===== config.mk =====
export PLATFORM = sky130hd
export DESIGN_NAME = spm_rd_steer_flat
export DESIGN_NICKNAME = d
export VERILOG_FILES = /design/src/hw/spm_pkg.sv /design/src/hw/spm_access_if.sv /design/src/hw/spm_rd_steer.sv /design/src/flat_wrapper.sv
export SDC_FILE = /design/constraint.sdc
export NUM_CORES = 1
export LEC_CHECK = 0
export BUFFER_PORTS_ARGS = -buffer_cell sky130_fd_sc_hd__buf_2
export CELL_PAD_IN_SITES_DETAIL_PLACEMENT = 0
export CELL_PAD_IN_SITES_GLOBAL_PLACEMENT = 1
export CORE_MARGIN = 5
export CORE_UTILIZATION = 23
export DETAILED_ROUTE_END_ITERATION = 7
export PLACE_DENSITY_LB_ADDON = 0.1
export SLEW_MARGIN = 20
export SYNTH_ARGS = -nofsm -noshare
export SYNTH_HDL_FRONTEND = slang
export SYNTH_SLANG_ARGS = --single-unit

===== constraint.sdc =====
create_clock -name vclk -period 1.4
set_clock_uncertainty 0.05 [all_clocks]
set_input_delay 0.28 -clock vclk [all_inputs]
set_output_delay 0.28 -clock vclk [all_outputs]
set_load 0.005 [all_outputs]

===== src/hw/spm_pkg.sv =====
package spm_pkg;

    // Widths that carry a meaning on the access port
    typedef logic [31:0] data_t;
    typedef logic [31:0] addr_t;
    typedef logic [3:0]  be_t;
    typedef logic [1:0]  lane_t;
    typedef logic [1:0]  size_t;

    // Auto-increment offset added to the host base address
    typedef logic [7:0]  offset_t;

    // Access size codes
    localparam size_t SIZE_BYTE = 2'd0;
    localparam size_t SIZE_HALF = 2'd1;
    localparam size_t SIZE_WORD = 2'd2;

    // Legal byte-enable codes for right-aligned data on the port
    localparam be_t BE_BYTE = 4'b0001;
    localparam be_t BE_HALF = 4'b0011;
    localparam be_t BE_WORD = 4'b1111;

    // Session FSM
    // S_IDLE   no session, or first cycle of a new one
    // S_FIRST  session open, no read accepted yet
    // S_STREAM at least one read accepted in this session
    // S_ERROR  sticky bus error until enable drops
    typedef enum logic [1:0] {
        S_IDLE,
        S_FIRST,
        S_STREAM,
        S_ERROR
    } sess_state_e;

endpackage


===== src/hw/spm_access_if.sv =====
`timescale 1ns/100ps

interface spm_access_if #(
    parameter int DEPTH_WORDS = 2048
) ();
    import spm_pkg::*;

    localparam int IDX_W = $clog2(DEPTH_WORDS);

    // Access issued in this cycle
    logic [IDX_W-1:0] word_idx;
    lane_t            lane;
    size_t            size;
    logic             wr_stb;

    // Read issued in the previous cycle and lined up with the RAM output word
    lane_t            rd_lane;
    size_t            rd_size;
    logic             rd_active;

    modport ctrl (
        output word_idx,
        output lane,
        output size,
        output wr_stb,
        output rd_lane,
        output rd_size,
        output rd_active
    );

    modport wr_path (
        input lane,
        input size,
        input wr_stb
    );

    modport ram (
        input word_idx
    );

    modport rd_path (
        input rd_lane,
        input rd_size,
        input rd_active
    );

endinterface


===== src/hw/spm_rd_steer.sv =====
`timescale 1ns/100ps

module spm_rd_steer (
    spm_access_if.rd_path  acc,
    input  spm_pkg::data_t i_rdata_word,
    output spm_pkg::data_t o_rdata
);
    import spm_pkg::*;

    data_t aligned;

    // Shift the addressed part down to bit 0, upper bits zero
    always_comb begin
        aligned = '0;
        case (acc.rd_size)
            SIZE_WORD: begin
                aligned = i_rdata_word;
            end
            SIZE_HALF: begin
                if (acc.rd_lane[1]) begin
                    aligned = {16'h0000, i_rdata_word[31:16]};
                end else begin
                    aligned = {16'h0000, i_rdata_word[15:0]};
                end
            end
            SIZE_BYTE: begin
                aligned = {24'h000000, i_rdata_word[acc.rd_lane*8 +: 8]};
            end
            default: begin
                aligned = '0;
            end
        endcase
    end

    assign o_rdata = acc.rd_active ? aligned : '0;

endmodule


===== src/flat_wrapper.sv =====
// flat-port wrapper written by rule: the top's interface ports become plain ports
module spm_rd_steer_flat import spm_pkg::*;
  (i_rdata_word, o_rdata, acc_rd_lane, acc_rd_size, acc_rd_active);
  spm_access_if acc_i ();
  input  spm_pkg::data_t i_rdata_word;
  output spm_pkg::data_t o_rdata;
  input wire logic [$bits(acc_i.rd_lane)-1:0] acc_rd_lane;
  input wire logic [$bits(acc_i.rd_size)-1:0] acc_rd_size;
  input wire logic [$bits(acc_i.rd_active)-1:0] acc_rd_active;
  assign acc_i.rd_lane = acc_rd_lane;
  assign acc_i.rd_size = acc_rd_size;
  assign acc_i.rd_active = acc_rd_active;
  spm_rd_steer u_core (.acc(acc_i), .i_rdata_word(i_rdata_word), .o_rdata(o_rdata));
endmodule

==> flow_summary.ini, run 1 <==
[place]
numPortBuffers = 69
pre_cts_slack_ns = -0.177
hpwl_mm = 2.37
gp_congestion = 0.747

[global_routing]
grt_use_total_pct = 12.2
grt_pass1_vias = 1002
grt_max_degree = 20
grt_antenna_before_repair = 0
grt_pass1_wl_mm = 4.41
gr-total-overflow = 0

[floorplanning]
core_mm2 = 0.00303
die_y_um = 66.1
rows = 20
num_io_pins = 69
start_util_pct = 23.9
die_area_mm2 = 0.00437
die_w_um = 66.1

[critical_path]
worstSetupPathType = in -> out
cp.required_ns = 1.07
critPathLaunchType = primary input
endpoint_kind = primary output
critPathArrivalTime_ns = 1.13
critPathMaxFanout = 19

[routing]
wl_per_cell_um = 12.1
dr.pass1.iters = 4
drt-total-wl_mm = 2.80
met1_length_mm = 1.20
viasPerCell = 4.47
via_count = 1033
wl_met2_mm = 1.30
antenna_left = 0
met3_wirelength_um = 292
route.detailed.drc = 0
routed.top_layer = met4
drt_iter0_drc = 31

[pwr]
p_clk_share_pct = 0
power_switching_mw = 0.184
p_total_mw = 0.382
p_comb_share_pct = 100.0
p_sw_share_pct = 48.2
p_per_area_mw_per_mm2 = 285
power_leakage_nw = 0.697
p_int_mw = 0.198
ir_drop_uv = 98.2
pwr-share-seq_pct = 0

[logic_synthesis]
avgSynthCellArea_um2 = 6.13
synthTopCellsByArea = a21oi_1, mux2_2, o221ai_1, inv_1, a22oi_1
ys_seq_area_share_pct = 0
synth.most_common_cell = inv_1
yosys_warnings = 0
synthesis.area_um2 = 723
synth_largest_area_cell = a21oi_1
synth.net_count = 155
yosysUniqueCellTypes = 23
synth_top_area_share_pct = 11.1
synth.cells.most_frequent = inv_1, a21oi_1, nand2_1
synthCells = 118

[timing]
drv_slew = 0
relSlewSlack_pct = 84.5
period_share_pct = 104
setup_tns_ns = -0.673
setup_viol = 16
grt_setup_unrepaired = yes
max_freq_mhz = 687
period_needed_ns = 1.46
worst_slack_ns = -0.0558
worst_pin_slew_ns = 0.232
finalHoldViolations = 0

[finish]
seq_area_um2 = 0
layout-area-overhead-vs-synth_pct = 84.9
fin_nets = 226
antenna_cells = 0
drive_gt1_share_pct = 61.5
nClkBuffers = 0
fin_util_pct = 44.2
seq_cells = 0

[clock_tree]
postCtsSetupBuffers = 0

[status]
status = complete, but fails checks
violations = setup timing

[min_path]
hold_depth = 3
holdCritPathClass = in -> out
holdPathEnd = o_rdata[26]
min_from = i_rdata_word[26]

[run]
drv_cap = 0
## worst max-delay path, cell delays in order
cell and delay (ns):
buf_8 0.10, buf_16 0.16, o21ai_4 0.25, a22oi_1 0.13
nor2_1 0.09, buf_2 0.11
## worst max-delay path by stage
| stage | startpoint | cells past startpoint | to |
|---|---|---|---|
| floorplan | acc_rd_lane[1] | 5 | o_rdata[4] |
| global placement | acc_rd_lane[0] | 7 | o_rdata[7] |
| detailed placement | acc_rd_lane[0] | 7 | o_rdata[6] |
| CTS | acc_rd_size[0] | 7 | o_rdata[10] |
| global route | acc_rd_size[0] | 7 | o_rdata[12] |
| finish | acc_rd_lane[1] | 6 | o_rdata[10] |
## layout make-up
class,count,area (um^2)
fill,345,1690
multi-input combinational,89,711
timing repair buffer,79,500
inverter,19,71.3
tap,44,55.1
## per-layer routing
metal,global-route usage [%],vias to the layer above
met5,0,-
met3,1.36,2
met1,16.4,432
met4,0.761,0
li1,-,548
met2,21.9,51
## power by group through the flow
stage	sequential [mW]	clock, mW	combinational (mW)
after global routing	0	0	0.419
after floorplan	0	0	0.173
after detailed placement	0	0	0.315
after CTS	0	0	0.364
after global placement	0	0	0.313
final	0	0	0.382
## cell usage in the layout, fill, tap and decap left out, types with 3 or more instances in the layout
cell / instances
buf_2: 65
inv_1: 18
a21oi_2: 11
and2_1: 8
nor3_1: 8
nor2_1: 8
nand2_1: 8
a22oi_1: 6
o221ai_2: 6
buf_4: 5
o21ai_0: 4
a21oi_1: 4
mux2_2: 4
o21ai_1: 4
buf_6: 4
mux2_4: 3
buf_8: 3
## per-stage QoR
step / cells / hold WS (ns) / instance area [um^2]
3_3_place_gp: 231 / 0.800 / 1150
3_5_place_dp: 231 / 0.802 / 1150
6_report: 231 / 0.807 / 1340
4_1_cts: 231 / 0.808 / 1280
5_1_grt: 231 / 0.824 / 1340
2_1_floorplan: 118 / 0.606 / 723
## kinds of logic after synthesis
logic type,Yosys count,synth area share [%]
multiplexers,8,12.3
AND/OR/NAND/NOR,40,31.0
AO/OA/AOI/OAI,41,37.0
buffers and inverters,29,19.7
## timing repair
item | CTS | global route
hold buffers | 0 | 0
endpoints found under the setup margin | 16 | 21
resized for setup | 33 | 15
pin swaps | 22 | 8
endpoints found under the hold margin | 0 | 0
Note: power is estimated with default switching activity, not from simulation.
==> run 2: changes to the inputs <==
CORE_MARGIN = 2   (was 5)
==> run 2 against run 1 <==
Final area increased by 5.6%. Setup slack got worse by 0.028 ns. Critical path depth increased by 1. Count of clock-buffer cells in the layout unchanged. Flip-flop and latch count unchanged. Largest power group unchanged. Die area decreased by 17%. Critical path type unchanged. The flow still finishes with violations (setup timing). Global-route usage increased by 3.1 points. Via count increased by 5.7%.
==> flow_summary.ini, run 2 (synthesized netlist as in run 1, its figures left out) <==
[floorplanning]
die_y_um = 60.1
num_io_pins = 69
die_w_um = 60.1
core_mm2 = 0.00303
die_area_mm2 = 0.00361
start_util_pct = 23.9
rows = 20

[status]
status = complete, but fails checks
violations = setup timing

[global_routing]
grt_antenna_before_repair = 0
grt_pass1_vias = 974
grt_max_degree = 13
gr-total-overflow = 0
grt_use_total_pct = 15.3
grt_pass1_wl_mm = 4.38

[critical_path]
cp.required_ns = 1.07
path_cells = buf_8, buf_6, nand2b_4, o21ai_4, a22oi_1, nor2_1, buf_2
endpoint_kind = primary output
critPathMaxFanout = 7
critPathArrivalTime_ns = 1.15
critPathLaunchType = primary input
worstSetupPathType = in -> out
cp_slowest_cell = nand2b_4
cp_slowest_stage_delay_ns = 0.17

[routing]
dr.pass1.iters = 4
via_count = 1092
viasPerCell = 4.57
drt-total-wl_mm = 2.93
antenna_left = 0
wl_per_cell_um = 12.2
route.detailed.drc = 0
drt_iter0_drc = 55

[finish]
fin_util_pct = 46.7
seq_area_um2 = 0
nClkBuffers = 0
final_common_cell = buf_2
layout-area-overhead-vs-synth_pct = 95.3
antenna_cells = 0
seq_cells = 0
fin_nets = 234
most-common-layout-cells = buf_2, inv_1, buf_4
drive_gt1_share_pct = 63.1

[pwr]
p_total_mw = 0.400
p_per_area_mw_per_mm2 = 283
ir_drop_uv = 119
power_leakage_nw = 0.739

[min_path]
holdCritPathClass = in -> out
hold_depth = 3

[timing]
period_share_pct = 106
finalHoldViolations = 0
holdWs_ns = 0.801
grt_setup_unrepaired = yes
relSlewSlack_pct = 82.8
setup_viol = 30
drv_slew = 0
worst_slack_ns = -0.0833
max_freq_mhz = 674
worst_pin_slew_ns = 0.257
period_needed_ns = 1.48

[place]
numPortBuffers = 69
hpwl_mm = 2.24
gp_congestion = 0.801
pre_cts_slack_ns = -0.159

[run]
drv_cap = 0

[clock_tree]
hold_buffers = 0
==> run 2: cell types whose count changed in the layout (fill, tap and decap cells not counted), moves of 2 or more <==
cell,previous run,this run
buf_4,5,11
a21oi_2,11,8
mux2_2,4,6
nor3_2,0,6
mux2_4,3,1
a21oi_1,4,8
o21ai_0,4,2
nor3_1,8,2
o21ai_1,4,6
==> run 2: final timing paths <==
| check | end | startpoint |
|---|---|---|
| setup / recovery | o_rdata[14] | acc_rd_size[0] |
| hold / removal | o_rdata[31] | i_rdata_word[31] |
==> run 2: repair_timing <==
item	CTS	global route
endpoints found under the setup margin	31	32
setup buffers	2	0
endpoints found under the hold margin	0	0
cloned	3	0
pin swaps	28	6
gates resized for setup	40	9
==> run 2: per-layer routing <==
layer  routed length (um)  global-route usage [%]  vias up
li1                     -                       -      565
met4                    0                       0        0
met3                  202                   0.433        0
met1                 1310                    21.1      477
met5                    0                       0        -
met2                 1420                    28.0       50
==> run 2: power by group <==
part / total, mW / internal, mW / switching (mW) / leakage (nW)
clock: 0 / 0 / 0 / 0
combinational: 0.400 / 0.212 / 0.189 / 0.739
sequential: 0 / 0 / 0 / 0
total: 0.400 / 0.212 / 0.189 / 0.739
==> run 2: critical path, delay by kind of cell <==
kind / cells / cell delay [ns]
AOI/OAI and AO/OA: 2 / 0.25
buffers and inverters: 3 / 0.35
and+or+nand+nor: 2 / 0.27
==> run 2: through the flow <==
| stage | TNS, ns | instance area [um^2] | instances |
|---|---|---|---|
| final | -1.29 | 1410 | 239 |
| after floorplan | 0 | 723 | 118 |
| after global placement | -3.38 | 1160 | 234 |
| after global routing | -3.17 | 1410 | 239 |
| after CTS | -1.40 | 1380 | 239 |
| after detailed placement | -3.48 | 1160 | 234 |
==> run 2: cell type report <==
cell class,instances,area [um^2]
Fill cell,311,1620
Multi-Input combinational cell,89,697
Timing Repair Buffer,87,589
Inverter,19,71.3
Tap cell,44,55.1
