[src/hw/spm_pkg.sv]
package spm_pkg;

    // Widths that carry a meaning on the access port
    typedef logic [31:0] data_t;
    typedef logic [31:0] addr_t;
    typedef logic [3:0]  be_t;
    typedef logic [1:0]  lane_t;
    typedef logic [1:0]  size_t;

    // Auto-increment offset added to the host base address
    typedef logic [7:0]  offset_t;

    // Access size codes
    localparam size_t SIZE_BYTE = 2'd0;
    localparam size_t SIZE_HALF = 2'd1;
    localparam size_t SIZE_WORD = 2'd2;

    // Legal byte-enable codes for right-aligned data on the port
    localparam be_t BE_BYTE = 4'b0001;
    localparam be_t BE_HALF = 4'b0011;
    localparam be_t BE_WORD = 4'b1111;

    // Session FSM
    // S_IDLE   no session, or first cycle of a new one
    // S_FIRST  session open, no read accepted yet
    // S_STREAM at least one read accepted in this session
    // S_ERROR  sticky bus error until enable drops
    typedef enum logic [1:0] {
        S_IDLE,
        S_FIRST,
        S_STREAM,
        S_ERROR
    } sess_state_e;

endpackage

[src/hw/spm_access_if.sv]
`timescale 1ns/100ps

interface spm_access_if #(
    parameter int DEPTH_WORDS = 2048
) ();
    import spm_pkg::*;

    localparam int IDX_W = $clog2(DEPTH_WORDS);

    // Access issued in this cycle
    logic [IDX_W-1:0] word_idx;
    lane_t            lane;
    size_t            size;
    logic             wr_stb;

    // Read issued in the previous cycle and lined up with the RAM output word
    lane_t            rd_lane;
    size_t            rd_size;
    logic             rd_active;

    modport ctrl (
        output word_idx,
        output lane,
        output size,
        output wr_stb,
        output rd_lane,
        output rd_size,
        output rd_active
    );

    modport wr_path (
        input lane,
        input size,
        input wr_stb
    );

    modport ram (
        input word_idx
    );

    modport rd_path (
        input rd_lane,
        input rd_size,
        input rd_active
    );

endinterface

[src/hw/spm_wr_steer.sv]
`timescale 1ns/100ps

module spm_wr_steer (
    spm_access_if.wr_path  acc,
    input  spm_pkg::data_t i_wdata,
    output spm_pkg::be_t   o_lane_we,
    output spm_pkg::data_t o_lane_wdata
);
    import spm_pkg::*;

    be_t   lane_mask;
    data_t lane_data;

    // Sub-word data is replicated so that every lane already holds it
    // and the enables pick the lanes that are written
    always_comb begin
        lane_mask = '0;
        lane_data = i_wdata;
        case (acc.size)
            SIZE_WORD: begin
                lane_mask = 4'b1111;
                lane_data = i_wdata;
            end
            SIZE_HALF: begin
                lane_data = {2{i_wdata[15:0]}};
                if (acc.lane[1]) begin
                    lane_mask = 4'b1100;
                end else begin
                    lane_mask = 4'b0011;
                end
            end
            SIZE_BYTE: begin
                lane_mask = be_t'(4'b0001 << acc.lane);
                lane_data = {4{i_wdata[7:0]}};
            end
            default: begin
                lane_mask = '0;
            end
        endcase
    end

    assign o_lane_we    = acc.wr_stb ? lane_mask : '0;
    assign o_lane_wdata = lane_data;

endmodule

[src/flat_wrapper.sv]
// flat-port wrapper written by rule: the top's interface ports become plain ports
module spm_wr_steer_flat import spm_pkg::*;
  (i_wdata, o_lane_we, o_lane_wdata, acc_lane, acc_size, acc_wr_stb);
  spm_access_if acc_i ();
  input  spm_pkg::data_t i_wdata;
  output spm_pkg::be_t o_lane_we;
  output spm_pkg::data_t o_lane_wdata;
  input wire logic [$bits(acc_i.lane)-1:0] acc_lane;
  input wire logic [$bits(acc_i.size)-1:0] acc_size;
  input wire logic [$bits(acc_i.wr_stb)-1:0] acc_wr_stb;
  assign acc_i.lane = acc_lane;
  assign acc_i.size = acc_size;
  assign acc_i.wr_stb = acc_wr_stb;
  spm_wr_steer u_core (.acc(acc_i), .i_wdata(i_wdata), .o_lane_we(o_lane_we), .o_lane_wdata(o_lane_wdata));
endmodule
[config.mk]
export PLATFORM = sky130hd
export DESIGN_NAME = spm_wr_steer_flat
export DESIGN_NICKNAME = d
export VERILOG_FILES = /design/src/hw/spm_pkg.sv /design/src/hw/spm_access_if.sv /design/src/hw/spm_wr_steer.sv /design/src/flat_wrapper.sv
export SDC_FILE = /design/constraint.sdc
export NUM_CORES = 1
export LEC_CHECK = 0
export BUFFER_PORTS_ARGS = -buffer_cell sky130_fd_sc_hd__buf_2
export CAP_MARGIN = 20
export CORE_MARGIN = 2
export CORE_UTILIZATION = 33
export DETAILED_ROUTE_END_ITERATION = 10
export PLACE_DENSITY = 0.86
export REMOVE_ABC_BUFFERS = 1
export SYNTH_ARGS = -nofsm -noshare
export SYNTH_HDL_FRONTEND = slang
export SYNTH_SLANG_ARGS = --single-unit
[constraint.sdc]
create_clock -name vclk -period 1.8
set_clock_uncertainty 0.2 [all_clocks]
set_input_delay 0.09 -clock vclk [all_inputs]
set_output_delay 0.09 -clock vclk [all_outputs]
set_load 0.005 [all_outputs]
==> results of run 1 <==
==> worst paths after layout <==
check,start,to,slack [ps]
setup / recovery,acc_size[1],o_lane_wdata[21],410
hold / removal,i_wdata[3],o_lane_wdata[3],190
==> routing by layer <==
layer / up-vias / wire, um
li1: 353 / -
met1: 303 / 562
met2: 38 / 832
met3: 0 / 148
met4: 0 / 0
met5: - / 0
==> cell usage after synthesis (all sizes together) <==
| library cell | count | area share [%] |
|---|---|---|
| o21ai | 10 | 10 |
| mux2 | 16 | 37 |
| nand2b | 1 | 1.3 |
| inv | 2 | 1.6 |
| mux2i | 8 | 17 |
| buf | 11 | 17 |
| clkbuf | 1 | 0.77 |
| nor2 | 3 | 3.9 |
| nand2 | 10 | 7.8 |
| a21oi | 4 | 4.1 |
==> per-stage QoR <==
stage | instances | area, um^2 | worst slack, ps | util, %
after floorplan | 54 | 400 | 882 | -
after global placement | 144 | 800 | 431 | 59.9
after detailed placement | 144 | 800 | 406 | 59.9
after CTS | 144 | 800 | 402 | 59.9
after global routing | 144 | 800 | 346 | 59.9
final | 144 | 800 | 414 | 59.9
==> logic make-up (layout without fill, tap and decap cells) <==
kind of cell | Yosys count | after routing | share of synthesized area (%)
simple gates | 14 | 14 | 12.9
mux | 24 | 24 | 53.7
compound gates | 14 | 14 | 14.5
buf+inv | 14 | 77 | 18.9
==> layout make-up <==
type,count,share of cell area [%]
Inverter,2,0.939
Multi-Input combinational cell,52,49.1
Tap cell,15,2.35
Timing Repair Buffer,75,47.6
==> report_power, final <==
group	switching [mW]	leakage, nW	internal, mW
Sequential	0	0	0
Clock	0	0	0
Combinational	0.0858	0.472	0.113
==> critical path: cells and delay by family <==
kind	cells	cell delay (ps)
buffers and inverters	3	660
muxes	1	340
==> results.md, run 1 <==
STA:
- The worst-margin pin slew is 305 ps.
- The number of hold-slack violations in the final timing report came to 0.
- Static timing analysis puts the maximum clock frequency at 721 MHz.
- The number of pins with negative max-slew slack in the final report is 0.
- The final sum of negative setup slack is 0 ps.
- Setup repair after global routing left no endpoint under its margin.
- The final setup violation count is 0.
- The relative slew slack is 79.7%.
- The portion of the clock cycle consumed by the worst path in the final layout is 77.0%.
- The smallest clock period supported by the final layout is computed as 1390 ps.
- Final hold analysis gives a worst-case slack of 186 ps.

Detailed routing:
- The remaining design rule violation count is 0.
- The detailed-route wire length is 1540 um.
- After detailed routing, the number of vias per cell comes to 4.82.
- The post-route antenna net violation count is 0.
- The count of TritonRoute iterations in the first routing pass is 4.
- The wire length per cell after detailed routing is 10.7 um.
- The total vias in the final route is 694.
- The first routing iteration left 4 violations.

Worst setup path:
- The worst endpoint required time is 1510 ps.
- Data arrives at the worst endpoint at 1100 ps.
- The most prevalent standard cell on the critical path is buf_2.
- STA classifies the critical path endpoint as an output pin.
- The startpoint kind of the worst setup timing path is a primary input.
- The critical path start-end classification is primary input to output pin.
- Among all stages on the critical path, the largest delay is contributed by mux2_2.
- The longest individual stage delay on the worst path is 340 ps.
- The worst-path maximum fanout is 16.
- The signal on the critical path passes through buf_2, buf_4, mux2_2, buf_2.

Final layout:
- The share of final-layout standard cells stronger than drive strength 1 is 71.3%.
- The count of clock-net buffers in the final layout is 0.
- The number of nets at the end of the flow is 168.
- The most common library cell in the layout ignoring fill and taps is buf_2.
- In the layout the commonest cells are buf_2 (73), mux2_2 (16), nand2_1 (10).
- The count of antenna diodes in the layout is 0.
- The number of filler cells placed in the layout is 139.
- The register area is 0 um^2.
- In the final layout, the multi-input gates occupy 393 um^2.
- The area growth from synthesis to layout is 65.1%.
- The count of sequential standard cells is 0.

Global route:
- Global routing consumed, on the met3 layer, 0.431% of the routing resources.
- The via count of the first global-routing pass was 568.
- The wire length of the first global-routing pass is 2280 um.
- Summed over all layers, the global routing overflow is 0.
- The total routing resource utilization after global routing is 15.1%.
- The initial antenna violation count is 0.
- After global routing, the most crowded layer is met2.
- Entering global routing, the biggest net connects 17 pins.
- Global routing consumed, on the met2 layer, 30.2% of the routing resources.
- For met1 alone, demand over resource in global routing was 18.5%.

CTS:
- The number of buffers inserted by hold repair at cts is 0.
- The number of gates resized after cts is 0.
- The post-CTS setup repair buffer count is 0.

Placed design:
- The wire-length estimate of the detail-placed layout is 1320 um.
- The global placement routability congestion is 0.670.
- The number of port buffers is 73.

Floorplan:
- For this configuration, the core starts out at a cell density of 36.3%.
- The die outline height is 42.3 um.
- The die is 42.3 um wide.
- The I/O pin total is 73.
- The floorplan has 13 rows.
- The core region is 1330 um^2.
- The die covers 1790 um^2.

Hold path:
- The worst hold-check path type is primary input to output pin.
- The cell count of the worst hold path is 2.

Power and ir drop:
- The worst voltage drop across the vdd grid is 0.000123 V.
- The leakage dissipation is 0.472 nW.
- The power after layout is 199 uW.
- The total power per unit cell area is 249 nW/um^2.

Yosys:
- The combined area of all synthesized cells is 484 um^2.
- For this run, the register share of the synthesized area comes to 0%.
- Synthesis produced 66 cells.
- Dividing the synthesized area by the synthesized cell count gives 7.34 um^2.
- The number of synthesis warnings is 0.
- The count of distinct cell types in the synthesized netlist is 13.

Flow run:
- The tool flagged a number of max-cap violations equal to 0.

Status:
- The run finished with clean final reports.
Power figures use the tool's default switching activity.
==> run 2, diff against run 1 <==
--- a/config.mk
+++ b/config.mk
@@ -8,9 +8,9 @@
 export BUFFER_PORTS_ARGS = -buffer_cell sky130_fd_sc_hd__buf_2
 export CAP_MARGIN = 20
 export CORE_MARGIN = 2
-export CORE_UTILIZATION = 33
+export CORE_UTILIZATION = 31
 export DETAILED_ROUTE_END_ITERATION = 10
-export PLACE_DENSITY = 0.86
+export PLACE_DENSITY = 0.82
 export REMOVE_ABC_BUFFERS = 1
 export SYNTH_ARGS = -nofsm -noshare
 export SYNTH_HDL_FRONTEND = slang
==> constraint.sdc (replaced) <==
create_clock -name vclk -period 1.4
set_clock_uncertainty 0.2 [all_clocks]
set_input_delay 0.07 -clock vclk [all_inputs]
set_output_delay 0.07 -clock vclk [all_outputs]
set_load 0.005 [all_outputs]
==> results.md, run 2 (synthesis results as in run 1) <==
Final layout:
- The share of final-layout standard cells stronger than drive strength 1 came to 71.5% (+0.22 points).
- The count of clock-net buffers in the final layout is 0 (unchanged).
- The number of filler cells placed in the layout is 142 (+2.2%).
- From synthesis to final layout, the design area changed by 66.9%.
- The register area is 0 um^2 (unchanged).
- The combined area of the multi-input logic cells was 393 um^2 (unchanged).
- The count of sequential standard cells is 0 (unchanged).
- Leaving out fill and tap cells, the most frequent cell in the layout is buf_2.
- The cell area after layout is 808 um^2 (+1.1%).
- The count of antenna diodes in the layout is 0 (unchanged).
- The number of nets at the end of the flow was 169 (+0.60%).
- The top cell types in the final layout, fill and taps aside, are buf_2 (73), mux2_2 (16), nand2_1 (10).
- The final cell count without fillers is 146 (+1.4%).

Worst setup path:
- The worst-path maximum fanout is 8 (-8).
- The worst setup path is captured at an output pin.
- The worst endpoint required time is 1130 ps (-380 ps).
- The critical path start-end classification is primary input to output pin.
- The startpoint kind of the worst setup timing path is a primary input.
- The worst setup path startpoint is acc_size[0].
- The critical path capture point is o_lane_wdata[12].
- The arrival time of the worst setup path is 920 ps (-180 ps).

Power and ir drop:
- The leakage dissipation is 0.477 nW (+1.0%).
- The cell internal power dissipation is 147 uW (+30%).
- The worst voltage drop across the vdd grid is 0.000134 V (+9.1%).
- The register share of total power came to 0% (unchanged).
- The total power per unit cell area was 318 nW/um^2 (+28%).
- The clock power share came to 0% (unchanged).
- The power after layout is 257 uW (+29%).
- The reported net switching power came to 110 uW (+28%).
- The part of the power in combinational logic is 100.0% (about the same).
- The fraction of power spent switching nets is 42.7% (-0.48 points).

Detailed routing:
- The total vias in the final route was 672 (-3.2%).
- The detailed-route wire length is 1480 um (-4.1%).
- The count of TritonRoute iterations in the first routing pass is 3 (-1).
- The post-route antenna net violation count is 0 (unchanged).
- The number of DRC violations after detailed-routing iteration 0 was 5 (+1).
- The via count normalized by instance count is 4.60 (-4.5%).
- The remaining design rule violation count is 0 (unchanged).
- The wire length per cell after detailed routing is 10.1 um (-5.5%).

Global route:
- The initial antenna violation count is 0 (unchanged).
- The remaining global-route overflow came to 0 (unchanged).
- The pin count of the biggest net entering global routing was 16 (-1).
- The wire length of the first global-routing pass is 2380 um (+4.2%).
- The total routing resource utilization after global routing is 15.3% (+0.26 points).
- The via count of the first global-routing pass is 541 (-4.8%).

STA:
- The worst-margin pin slew was 252 ps (-53.4 ps).
- The relative slew slack is 83.2% (+3.5 points).
- Of the available clock period, the critical path in the final layout requires 85.2%.
- The final sum of negative setup slack is 0 ps (unchanged).
- The top achievable clock speed is 838 MHz.
- The time the final worst path needs with I/O delays and setup is 1190 ps.
- Setup repair after global routing left no endpoint under its margin.
- The final setup slack of the worst path came to 207 ps (-206 ps).
- The final setup violation count is 0 (unchanged).
- The number of pins with negative max-slew slack in the final report is 0 (unchanged).
- The number of hold-slack violations in the final timing report is 0 (unchanged).

Floorplan:
- The I/O pin total is 73 (unchanged).
- The die outline height was 43.5 um (+2.9%).
- The count of standard-cell rows is 14 (+1).
- The effective utilization at floorplan is 32.5% (-3.8 points).
- The area of the die was 1890 um^2 (+5.8%).
- The chip width came to 43.5 um (+2.9%).
- The area of the placeable core came to 1490 um^2 (+12%).

Placed design:
- The worst setup slack before clock tree synthesis was 199 ps (-207 ps).
- The post-DP HPWL is 1260 um (-5.2%).
- The number of instances in the placed design is 146 (+1.4%).
- The instance area after placement came to 808 um^2 (+1.1%).
- The global placement routability congestion came to 0.676 (+0.85%).
- The number of port buffers is 73 (unchanged).

Hold path:
- The launch point of the worst hold path is i_wdata[7].
- The worst hold-check path type is primary input to output pin.

Status:
- The run finished with clean final reports.

CTS:
- The number of gates resized after cts is 0 (unchanged).
- The post-CTS setup repair buffer count is 0 (unchanged).
- The number of buffers inserted by hold repair at cts came to 0 (unchanged).

Flow run:
- The max capacitance violation total is 0 (unchanged).
run 2: cell types whose count changed in the layout (fill, tap and decap cells not counted):
cell and delta:
buf_4 +1
run 2: worst min-delay path by stage:
stage | to | slack (ps) | depth (start not counted)
after CTS | o_lane_wdata[5] | 150 | 2
after global placement | o_lane_wdata[5] | 140 | 2
after floorplan | o_lane_wdata[0] | -60 | 0
final | o_lane_wdata[7] | 150 | 2
after global routing | o_lane_wdata[7] | 160 | 2
after detailed placement | o_lane_wdata[5] | 150 | 2
run 2: layout make-up:
type | count | share of cell area [%]
Tap cell | 16 | 2.48
Multi-Input combinational cell | 52 | 48.6
Timing Repair Buffer | 76 | 48.0
Inverter | 2 | 0.929
run 2: critical path, cell delays in order:
cell    delay, ps
buf_2         120
nor2_4        240
mux2_2        370
buf_2         120
run 2: power groups by stage:
stage,clock (mW),combinational [mW],sequential [mW]
2_1_floorplan,0,0.0980,0
3_3_place_gp,0,0.253,0
3_5_place_dp,0,0.259,0
4_1_cts,0,0.260,0
5_1_grt,0,0.288,0
6_report,0,0.257,0
run 2: through the flow:
step           util [%]  hold WS [ps]
3_5_place_dp       54.3           147
3_3_place_gp       54.3           143
6_report           54.3           148
5_1_grt            54.3           156
2_1_floorplan         -         -60.0
4_1_cts            54.3           148
run 2: per-layer routing:
metal | up-vias | global-route usage [%] | wire, um
met4 | 0 | 0 | 0
met5 | - | 0 | 0
met2 | 43 | 29.9 | 747
li1 | 352 | - | -
met3 | 0 | 0 | 143
met1 | 277 | 20.0 | 588
