`config.mk`:
```
export PLATFORM = sky130hd
export DESIGN_NAME = spm_access_ctrl_flat
export DESIGN_NICKNAME = d
export VERILOG_FILES = /design/src/hw/spm_pkg.sv /design/src/hw/spm_access_if.sv /design/src/hw/spm_access_ctrl.sv /design/src/flat_wrapper.sv
export SDC_FILE = /design/constraint.sdc
export NUM_CORES = 1
export LEC_CHECK = 0
export BUFFER_PORTS_ARGS = -buffer_cell sky130_fd_sc_hd__buf_2
export CAP_MARGIN = 20
export CORE_MARGIN = 3
export CORE_UTILIZATION = 40
export DETAILED_ROUTE_END_ITERATION = 10
export GPL_TIMING_DRIVEN = 0
export PLACE_DENSITY = 0.73
export SYNTH_ARGS = -nofsm -noshare
export SYNTH_HDL_FRONTEND = slang
export SYNTH_SLANG_ARGS = --single-unit
```
`constraint.sdc`:
```
create_clock -name clk -period 3.19 [get_ports clk]
set_input_delay 0.638 -clock clk [delete_from_list [all_inputs] [get_ports clk]]
set_output_delay 0.638 -clock clk [all_outputs]
set_load 0.02 [all_outputs]
```
`src/hw/spm_pkg.sv`:
```
package spm_pkg;

    // Widths that carry a meaning on the access port
    typedef logic [31:0] data_t;
    typedef logic [31:0] addr_t;
    typedef logic [3:0]  be_t;
    typedef logic [1:0]  lane_t;
    typedef logic [1:0]  size_t;

    // Auto-increment offset added to the host base address
    typedef logic [7:0]  offset_t;

    // Access size codes
    localparam size_t SIZE_BYTE = 2'd0;
    localparam size_t SIZE_HALF = 2'd1;
    localparam size_t SIZE_WORD = 2'd2;

    // Legal byte-enable codes for right-aligned data on the port
    localparam be_t BE_BYTE = 4'b0001;
    localparam be_t BE_HALF = 4'b0011;
    localparam be_t BE_WORD = 4'b1111;

    // Session FSM
    // S_IDLE   no session, or first cycle of a new one
    // S_FIRST  session open, no read accepted yet
    // S_STREAM at least one read accepted in this session
    // S_ERROR  sticky bus error until enable drops
    typedef enum logic [1:0] {
        S_IDLE,
        S_FIRST,
        S_STREAM,
        S_ERROR
    } sess_state_e;

endpackage

```
`src/hw/spm_access_if.sv`:
```
`timescale 1ns/100ps

interface spm_access_if #(
    parameter int DEPTH_WORDS = 2048
) ();
    import spm_pkg::*;

    localparam int IDX_W = $clog2(DEPTH_WORDS);

    // Access issued in this cycle
    logic [IDX_W-1:0] word_idx;
    lane_t            lane;
    size_t            size;
    logic             wr_stb;

    // Read issued in the previous cycle and lined up with the RAM output word
    lane_t            rd_lane;
    size_t            rd_size;
    logic             rd_active;

    modport ctrl (
        output word_idx,
        output lane,
        output size,
        output wr_stb,
        output rd_lane,
        output rd_size,
        output rd_active
    );

    modport wr_path (
        input lane,
        input size,
        input wr_stb
    );

    modport ram (
        input word_idx
    );

    modport rd_path (
        input rd_lane,
        input rd_size,
        input rd_active
    );

endinterface

```
`src/hw/spm_access_ctrl.sv`:
```
`timescale 1ns/100ps

module spm_access_ctrl #(
    parameter int DEPTH_WORDS = 2048
) (
    input  logic           clk,
    input  logic           i_rst,
    input  logic           i_enable,
    input  logic           i_wr_en,
    input  spm_pkg::addr_t i_addr,
    input  spm_pkg::be_t   i_be,
    output logic           o_ready,
    output logic           o_bus_err,
    spm_access_if.ctrl     acc
);
    import spm_pkg::*;

    localparam int IDX_W = $clog2(DEPTH_WORDS);

    sess_state_e state_q;
    sess_state_e state_d;
    offset_t     offset_q;
    offset_t     step;
    addr_t       eff_addr;
    lane_t       lane;
    size_t       size;
    logic        be_bad;
    logic        misalign;
    logic        accept;
    logic        legal;
    logic        rd_issue;
    logic        rd_pending_q;
    lane_t       rd_lane_q;
    size_t       rd_size_q;

    assign eff_addr = i_addr + addr_t'(offset_q);
    assign lane     = eff_addr[1:0];

    // Byte-enable code gives both the size and the offset step
    always_comb begin
        be_bad = 1'b0;
        size   = SIZE_BYTE;
        step   = offset_t'(1);
        case (i_be)
            BE_WORD: begin
                size = SIZE_WORD;
                step = offset_t'(4);
            end
            BE_HALF: begin
                size = SIZE_HALF;
                step = offset_t'(2);
            end
            BE_BYTE: begin
                size = SIZE_BYTE;
                step = offset_t'(1);
            end
            default: begin
                be_bad = 1'b1;
            end
        endcase
    end

    // Words must sit on lane 0, halves on an even lane
    assign misalign = ((size == SIZE_WORD) && (lane != 2'd0)) ||
                      ((size == SIZE_HALF) && lane[0]);

    assign accept   = i_enable && (state_q != S_ERROR);
    assign legal    = accept && !be_bad && !misalign;
    assign rd_issue = legal && !i_wr_en;

    always_comb begin
        state_d = state_q;
        if (!i_enable) begin
            state_d = S_IDLE;
        end else if (state_q != S_ERROR) begin
            if (!legal) begin
                state_d = S_ERROR;
            end else if (!i_wr_en) begin
                state_d = S_STREAM;
            end else if (state_q == S_IDLE) begin
                state_d = S_FIRST;
            end
        end
    end

    always_ff @(posedge clk) begin
        if (i_rst) begin
            state_q      <= S_IDLE;
            offset_q     <= '0;
            rd_pending_q <= 1'b0;
        end else begin
            state_q      <= state_d;
            rd_pending_q <= rd_issue;
            if (!i_enable) begin
                offset_q <= '0;
            end else if (legal) begin
                offset_q <= offset_q + step;
            end
        end
    end

    // Lane and size of a read follow it to the output mux
    always_ff @(posedge clk) begin
        if (rd_issue) begin
            rd_lane_q <= lane;
            rd_size_q <= size;
        end
    end

    assign o_bus_err = (state_q == S_ERROR);
    assign o_ready   = i_enable && ((state_q == S_STREAM) || (state_q == S_ERROR));

    assign acc.word_idx  = eff_addr[IDX_W+1:2];
    assign acc.lane      = lane;
    assign acc.size      = size;
    assign acc.wr_stb    = legal && i_wr_en;
    assign acc.rd_lane   = rd_lane_q;
    assign acc.rd_size   = rd_size_q;
    // Read data is dropped as soon as the host ends the session
    assign acc.rd_active = rd_pending_q && i_enable;

endmodule

```
`src/flat_wrapper.sv`:
```
// flat-port wrapper written by rule: the top's interface ports become plain ports
module spm_access_ctrl_flat import spm_pkg::*;
#(
    parameter int DEPTH_WORDS = 2048
)
  (clk, i_rst, i_enable, i_wr_en, i_addr, i_be, o_ready, o_bus_err, acc_word_idx, acc_lane, acc_size, acc_wr_stb, acc_rd_lane, acc_rd_size, acc_rd_active);
  spm_access_if #(.DEPTH_WORDS(DEPTH_WORDS)) acc_i ();
  input  logic clk;
  input  logic i_rst;
  input  logic i_enable;
  input  logic i_wr_en;
  input  spm_pkg::addr_t i_addr;
  input  spm_pkg::be_t i_be;
  output logic o_ready;
  output logic o_bus_err;
  output wire logic [$bits(acc_i.word_idx)-1:0] acc_word_idx;
  output wire logic [$bits(acc_i.lane)-1:0] acc_lane;
  output wire logic [$bits(acc_i.size)-1:0] acc_size;
  output wire logic [$bits(acc_i.wr_stb)-1:0] acc_wr_stb;
  output wire logic [$bits(acc_i.rd_lane)-1:0] acc_rd_lane;
  output wire logic [$bits(acc_i.rd_size)-1:0] acc_rd_size;
  output wire logic [$bits(acc_i.rd_active)-1:0] acc_rd_active;
  assign acc_word_idx = acc_i.word_idx;
  assign acc_lane = acc_i.lane;
  assign acc_size = acc_i.size;
  assign acc_wr_stb = acc_i.wr_stb;
  assign acc_rd_lane = acc_i.rd_lane;
  assign acc_rd_size = acc_i.rd_size;
  assign acc_rd_active = acc_i.rd_active;
  spm_access_ctrl #(.DEPTH_WORDS(DEPTH_WORDS)) u_core (.clk(clk), .i_rst(i_rst), .i_enable(i_enable), .i_wr_en(i_wr_en), .i_addr(i_addr), .i_be(i_be), .o_ready(o_ready), .o_bus_err(o_bus_err), .acc(acc_i));
endmodule
```
==> flow_metrics.env, run 1 <==
export IMPL_status="completed"
export IMPL_stdcell_area_sq_um=1495
export IMPL_cpMaxStageDelayCell="fa_1"
export IMPL_final_antenna_net_count=0
export IMPL_drive_gt1_frac=0.3128
export IMPL_grt_busiest_layer="met2"
export IMPL_skew_ns=0.003796
export IMPL_place_gp_congestion=0.8504
export IMPL_drt_iter0_drc=25
export IMPL_use_met2=0.2580
export IMPL_grtUsageMet3=0.04468
export IMPL_gr_usage_met1=0.1777
export IMPL_fillers=274
export IMPL_syn_nets=185
export IMPL_std_cell_rows=19
export IMPL_grt_first_pass_wirelength_microns=4209
export IMPL_slew_limit_headroom=0.6945
export IMPL_routed_wl_microns=2861
export IMPL_seq_area_frac_synth=0.2813
export IMPL_synth_flop_cell="dfxtp_1"
export IMPL_die_h_microns=61.00
export IMPL_p_leak_nw=0.6722
export IMPL_fin_nets=233
export IMPL_final_hold_viol_count=0
export IMPL_synthMuxAreaShare=0.01655
export IMPL_synth_compound_area_frac=0.2265
export IMPL_powerDensity_nw_per_um2=268.5
export IMPL_cts_resized=0
export IMPL_numCtsBuffers=3
export IMPL_synth_top_family_by_area="simple AND/OR/NAND/NOR gates"
export IMPL_layout_commonest_cell="buf_2"
export IMPL_htree_levels=1
export IMPL_area_growth_pct=23.58
export IMPL_worstMarginPinSlew_ns=0.4548
export IMPL_drt_wirelength_per_cell_microns=13.62
export IMPL_setup_viol=0
export IMPL_multiInputGateArea_sq_um=863.3
export IMPL_worstSetupPathType="primary input to output port"
export IMPL_grt_pass1_vias=1015
export IMPL_cp_cell_sequence="buf_2 -> ha_1 -> fa_1 -> a21o_1 -> a22oi_2 -> nor2b_1 -> xnor2_1 -> buf_2"
export IMPL_synth_avg_cell_area_sq_um=9.166
export IMPL_finalCritPeriodShare=0.9389
export IMPL_gr_total_overflow=0
export IMPL_drc=0
export IMPL_vias_per_cell=5.800
export IMPL_clockBufferDepth=2
export IMPL_rsz0062_at_grt="no"
export IMPL_clk_latency_ns=0.28
export IMPL_synth_distinct_cells=42
export IMPL_cts_tree="built"
export IMPL_peakVddDrop_mv=0.1981
export IMPL_end_kind="output port"
export IMPL_final_cell_mix="buf_2 (43), a21oi_1 (12), ha_1 (11), dfxtp_1 (11), nand2_1 (10)"
export IMPL_die_x_microns=61.00
export IMPL_path_max_fanout=4
export IMPL_setup_ws_ns=0.1951
export IMPL_layout_min_cycle_time_ns=2.995
export IMPL_vias=1218
export IMPL_cts_root_buf="clkbuf_4"
export IMPL_dieArea_sq_um=3720
export IMPL_async_reset_ff_frac=0
export IMPL_synthAdderAreaFrac=0.1468
export IMPL_max_freq_ghz=0.3339
export IMPL_drv_slew=0
export IMPL_synth_edf_count=4
export IMPL_setup_tns_ns=0
export IMPL_synth_top_area_frac=0.1820
export IMPL_synthTopCellsByArea="dfxtp_1 (18%), ha_1 (11%), edfxtp_1 (9.9%)"
export IMPL_pin_count=63
export IMPL_antenna_found_initial=0
export IMPL_place_ws_ns=0.06221
export IMPL_ys_warn_count=0
export IMPL_max_stage_delay_ns=0.40
export IMPL_cpMostUsedCell="buf_2"
export IMPL_start_util=0.4277
export IMPL_synth_top_cell_by_area="dfxtp_1"
export IMPL_cts_hold_buf=0
export IMPL_worstPathArrival_ns=2.36
export IMPL_synth_cell_area_sq_um=1210
export IMPL_globalRouteTotalUtil=0.1465
export IMPL_post_cts_setup_buffers=0
export IMPL_hp_class="flop to flop"
export IMPL_numPortBuffers=43
export IMPL_antenna_cells=0
export IMPL_placed_area_sq_um=1464
export IMPL_syn_inst=132
export IMPL_synth_xor_area_share=0.07963
export IMPL_final_seq_area_sq_um=340.3
export IMPL_cap_violations=0
export IMPL_critPathLaunchType="primary input"
export IMPL_clk_pin_slew_ns=0.09
export IMPL_cts_sinks=15
export IMPL_first_pass_iters=4
export IMPL_grt_max_degree=11
export IMPL_core_sq_um=2829
export IMPL_yosys_area_share_simple=0.2399
export IMPL_ys_ff_latch=15
export IMPL_cp_required_ns=2.55
export IMPL_dp_hpwl_microns=2382
## routing by layer
| layer | wire, microns | vias to the layer above |
|---|---|---|
| met5 | 0 | - |
| met4 | 5 | 0 |
| met3 | 126 | 2 |
| met2 | 1455 | 31 |
| met1 | 1273 | 578 |
| li1 | - | 607 |
## worst max-delay path: cells and delay by family
family,cells,cell delay [ns]
fa+ha+maj,2,0.62
compound gates,2,0.47
buf+inv,2,0.28
simple gates,1,0.21
xor+xnor,1,0.13
## flip-flops by register name, indices dropped and copies added (netlist names)
name                 flops
u_core.acc.rd_lane       2
u_core.acc.rd_size       2
u_core.offset_q          8
u_core.rd_pending_q      1
u_core.state_q           2
## synthesized netlist by cell type (2+ instances only)
master	instances
nor2_1	4
mux2i_1	2
a21oi_1	12
and3_2	2
dfxtp_1	11
nand3_1	5
o21a_1	2
ha_1	11
and3_1	4
xnor2_1	8
nand2_1	10
and2_1	3
nand2b_1	5
nor3_1	2
nand4_1	3
inv_1	3
a2111oi_2	2
o31ai_1	3
edfxtp_1	4
nor2b_1	3
fa_1	2
or4_1	2
o21ai_0	4
nor4_1	2
a21o_1	4
xor2_1	3
## path summary, 6_finish.rpt
kind                                    startpoint                     to  slack [ns]  cells past startpoint
worst max-delay path                     i_addr[0]        acc_word_idx[4]        0.20                      8
worst min-delay path            u_core.offset_q[7]     u_core.offset_q[7]        0.51                      2
worst max register to register  u_core.offset_q[0]  u_core.acc.rd_lane[0]        0.79                      6
worst min register to register  u_core.offset_q[7]     u_core.offset_q[7]        0.51                      2
## kinds of logic (layout without fill, tap and decap cells)
group / Yosys count / in the layout
multiplexers: 2 / 2
AO/OA/AOI/OAI: 38 / 38
buffers and inverters: 3 / 50
XOR/XNOR: 11 / 11
adder cells (fa/ha/maj): 13 / 13
AND/OR/NAND/NOR: 50 / 50
flip-flops: 15 / 15
## area by class of cell
| class | instances | share of cell area |
|---|---|---|
| multi-input cells | 114 | 0.5774 |
| flip-flops and latches | 15 | 0.2276 |
| repair buffers | 43 | 0.1439 |
| well taps | 31 | 0.02594 |
| clock buffers | 4 | 0.01757 |
| inverters | 3 | 0.007531 |
## report_power, final
part | internal (mW) | switching [mW] | leakage [nW]
clock | 0.0485 | 0.0583 | 0.0150
combinational | 0.0375 | 0.0586 | 0.535
sequential | 0.197 | 0.00114 | 0.123
total | 0.283 | 0.118 | 0.672
## through the flow
stage / hold slack (ns) / util / power (mW) / std cells
after global placement: 0.4694 / 0.5175 / 0.2954 / 206
after floorplan: 0.4464 / - / 0.2619 / 132
after CTS: 0.5066 / 0.5268 / 0.4052 / 210
final: 0.5105 / 0.5285 / 0.4015 / 210
after global routing: 0.5180 / 0.5285 / 0.4197 / 210
after detailed placement: 0.4901 / 0.5175 / 0.2988 / 206
Power figures use the tool's default switching activity.
==> inputs of run 2 (changes only) <==
--- a/config.mk
+++ b/config.mk
@@ -13,4 +13,5 @@
 export GPL_TIMING_DRIVEN = 0
 export PLACE_DENSITY = 0.73
+export SKIP_LAST_GASP = 1
 export SYNTH_ARGS = -nofsm -noshare
 export SYNTH_HDL_FRONTEND = slang
==> constraint.sdc (replaced) <==
create_clock -name clk -period 3.19 [get_ports clk]
set_input_delay 0.957 -clock clk [delete_from_list [all_inputs] [get_ports clk]]
set_output_delay 0.957 -clock clk [all_outputs]
set_load 0.02 [all_outputs]
==> run 2 against run 1 <==
Routed wire length rose by 5.1%. Highest routed layer unchanged. Die area did not move. The flow now finishes with violations (negative setup slack). Clock skew rose by 0.0012 ns.
==> flow_metrics.env, run 2 (synthesized netlist as in run 1, its figures left out) <==
export IMPL_cts_root_buf="clkbuf_4"
export IMPL_vias_per_cell=5.608
export IMPL_clockBufferDepth=2
export IMPL_pin_count=63
export IMPL_setup_viol=10
export IMPL_grt_first_pass_wirelength_microns=4726
export IMPL_powerDensity_nw_per_um2=247.5
export IMPL_grt_pass1_vias=1069
export IMPL_numPortBuffers=43
export IMPL_status="finished, violations left"
export IMPL_cts_sinks=15
export IMPL_grt_max_degree=11
export IMPL_antenna_cells=0
export IMPL_first_pass_iters=6
export IMPL_worstMarginPinSlew_ns=0.6179
export IMPL_end_kind="output port"
export IMPL_top_register="u_core.offset_q"
export IMPL_std_cell_rows=19
export IMPL_dieArea_sq_um=3720
export IMPL_htree_levels=1
export IMPL_max_freq_ghz=0.2857
export IMPL_fillers=260
export IMPL_rsz0062_at_grt="yes"
export IMPL_clk_pin_slew_ns=0.08
export IMPL_peakVddDrop_mv=0.2089
export IMPL_critPathLaunchType="primary input"
export IMPL_hp_class="flop to flop"
export IMPL_numCtsBuffers=3
export IMPL_vias=1217
export IMPL_cts_hold_buf=0
export IMPL_place_gp_congestion=0.7880
export IMPL_gr_total_overflow=0
export IMPL_antenna_found_initial=0
export IMPL_globalRouteTotalUtil=0.1682
export IMPL_largest_reg_flops=8
export IMPL_final_antenna_net_count=0
export IMPL_die_x_microns=61.00
export IMPL_start_util=0.4277
export IMPL_layout_commonest_cell="buf_2"
export IMPL_worstSetupPathType="primary input to output port"
export IMPL_layout_min_cycle_time_ns=3.501
export IMPL_place_ws_ns=-0.3689
export IMPL_routed_wl_microns=3007
export IMPL_whs_ns=0.4873
export IMPL_drt_iter0_drc=51
export IMPL_fin_nets=240
export IMPL_core_sq_um=2829
export IMPL_cp_required_ns=2.23
export IMPL_final_hold_viol_count=0
export IMPL_violations="negative setup slack"
export IMPL_worstPathArrival_ns=2.54
export IMPL_cap_violations=0
export IMPL_drc=0
export IMPL_drt_wirelength_per_cell_microns=13.86
export IMPL_clk_latency_ns=0.28
export IMPL_final_cell_mix="buf_2 (35), buf_4 (13), dfxtp_1 (11)"
export IMPL_finalCritPeriodShare=1.097
export IMPL_setup_ws_ns=-0.3107
export IMPL_drive_gt1_frac=0.4086
export IMPL_drv_slew=0
export IMPL_slew_limit_headroom=0.5849
export IMPL_area_growth_pct=39.40
export IMPL_cts_tree="built"
export IMPL_dp_hpwl_microns=2281
export IMPL_die_h_microns=61.00
export IMPL_path_max_fanout=4
export IMPL_skew_ns=0.005004
export IMPL_p_leak_nw=0.7417
run 2: power breakdown:
| part | switching [mW] | internal, mW | total [mW] | leakage, nW |
|---|---|---|---|---|
| logic | 0.0626 | 0.0482 | 0.111 | 0.604 |
| clock network | 0.0593 | 0.0486 | 0.108 | 0.0150 |
| registers | 0.00126 | 0.197 | 0.199 | 0.123 |
run 2: timing repair:
item | in CTS | in global routing
pin swaps | 7 | 5
gates resized for setup | 13 | 7
setup buffers | 3 | 4
setup endpoints to repair | 9 | 10
run 2: cell type report:
class | instances | area (sq um) | share of cell area
multi-input combinational | 114 | 974.7 | 0.5779
sequential | 15 | 340.3 | 0.2018
clock buffer | 4 | 26.28 | 0.01558
inverter | 3 | 11.26 | 0.006677
tap | 31 | 38.79 | 0.02300
timing repair buffer | 50 | 295.3 | 0.1751
run 2: path summary, 6_finish.rpt:
kind,from,end,slack (ns),depth (start not counted)
max,i_addr[0],acc_word_idx[4],-0.31,8
min reg2reg,u_core.offset_q[7],u_core.offset_q[7],0.49,2
max reg2reg,u_core.offset_q[0],u_core.acc.rd_lane[0],0.79,8
min,u_core.offset_q[7],u_core.offset_q[7],0.49,2
run 2: worst max-delay path: stages:
cell and delay, ns:
buf_6 0.10, ha_4 0.15, fa_2 0.33, a21o_1 0.22
a22oi_2 0.28, nor2b_4 0.23, xnor2_2 0.12, buf_4 0.16
run 2: per-layer routing:
metal | wire [microns] | share of wire | track usage
met5 | 0 | 0 | 0
met3 | 147 | 0.049 | 0.05319
met2 | 1550 | 0.52 | 0.2901
met4 | 48 | 0.016 | 0.03096
met1 | 1260 | 0.42 | 0.2069
run 2: per-stage QoR:
stage | setup TNS [ns] | std cells | util | power [mW] | area (sq um)
after floorplan | -0.4958 | 132 | - | 0.2652 | 1252
after global placement | -2.016 | 206 | 0.5325 | 0.2990 | 1506
after detailed placement | -2.143 | 206 | 0.5325 | 0.3014 | 1506
after CTS | -1.420 | 213 | 0.5714 | 0.4173 | 1617
after global routing | -2.395 | 217 | 0.5962 | 0.4420 | 1687
final | -1.679 | 217 | 0.5962 | 0.4175 | 1687
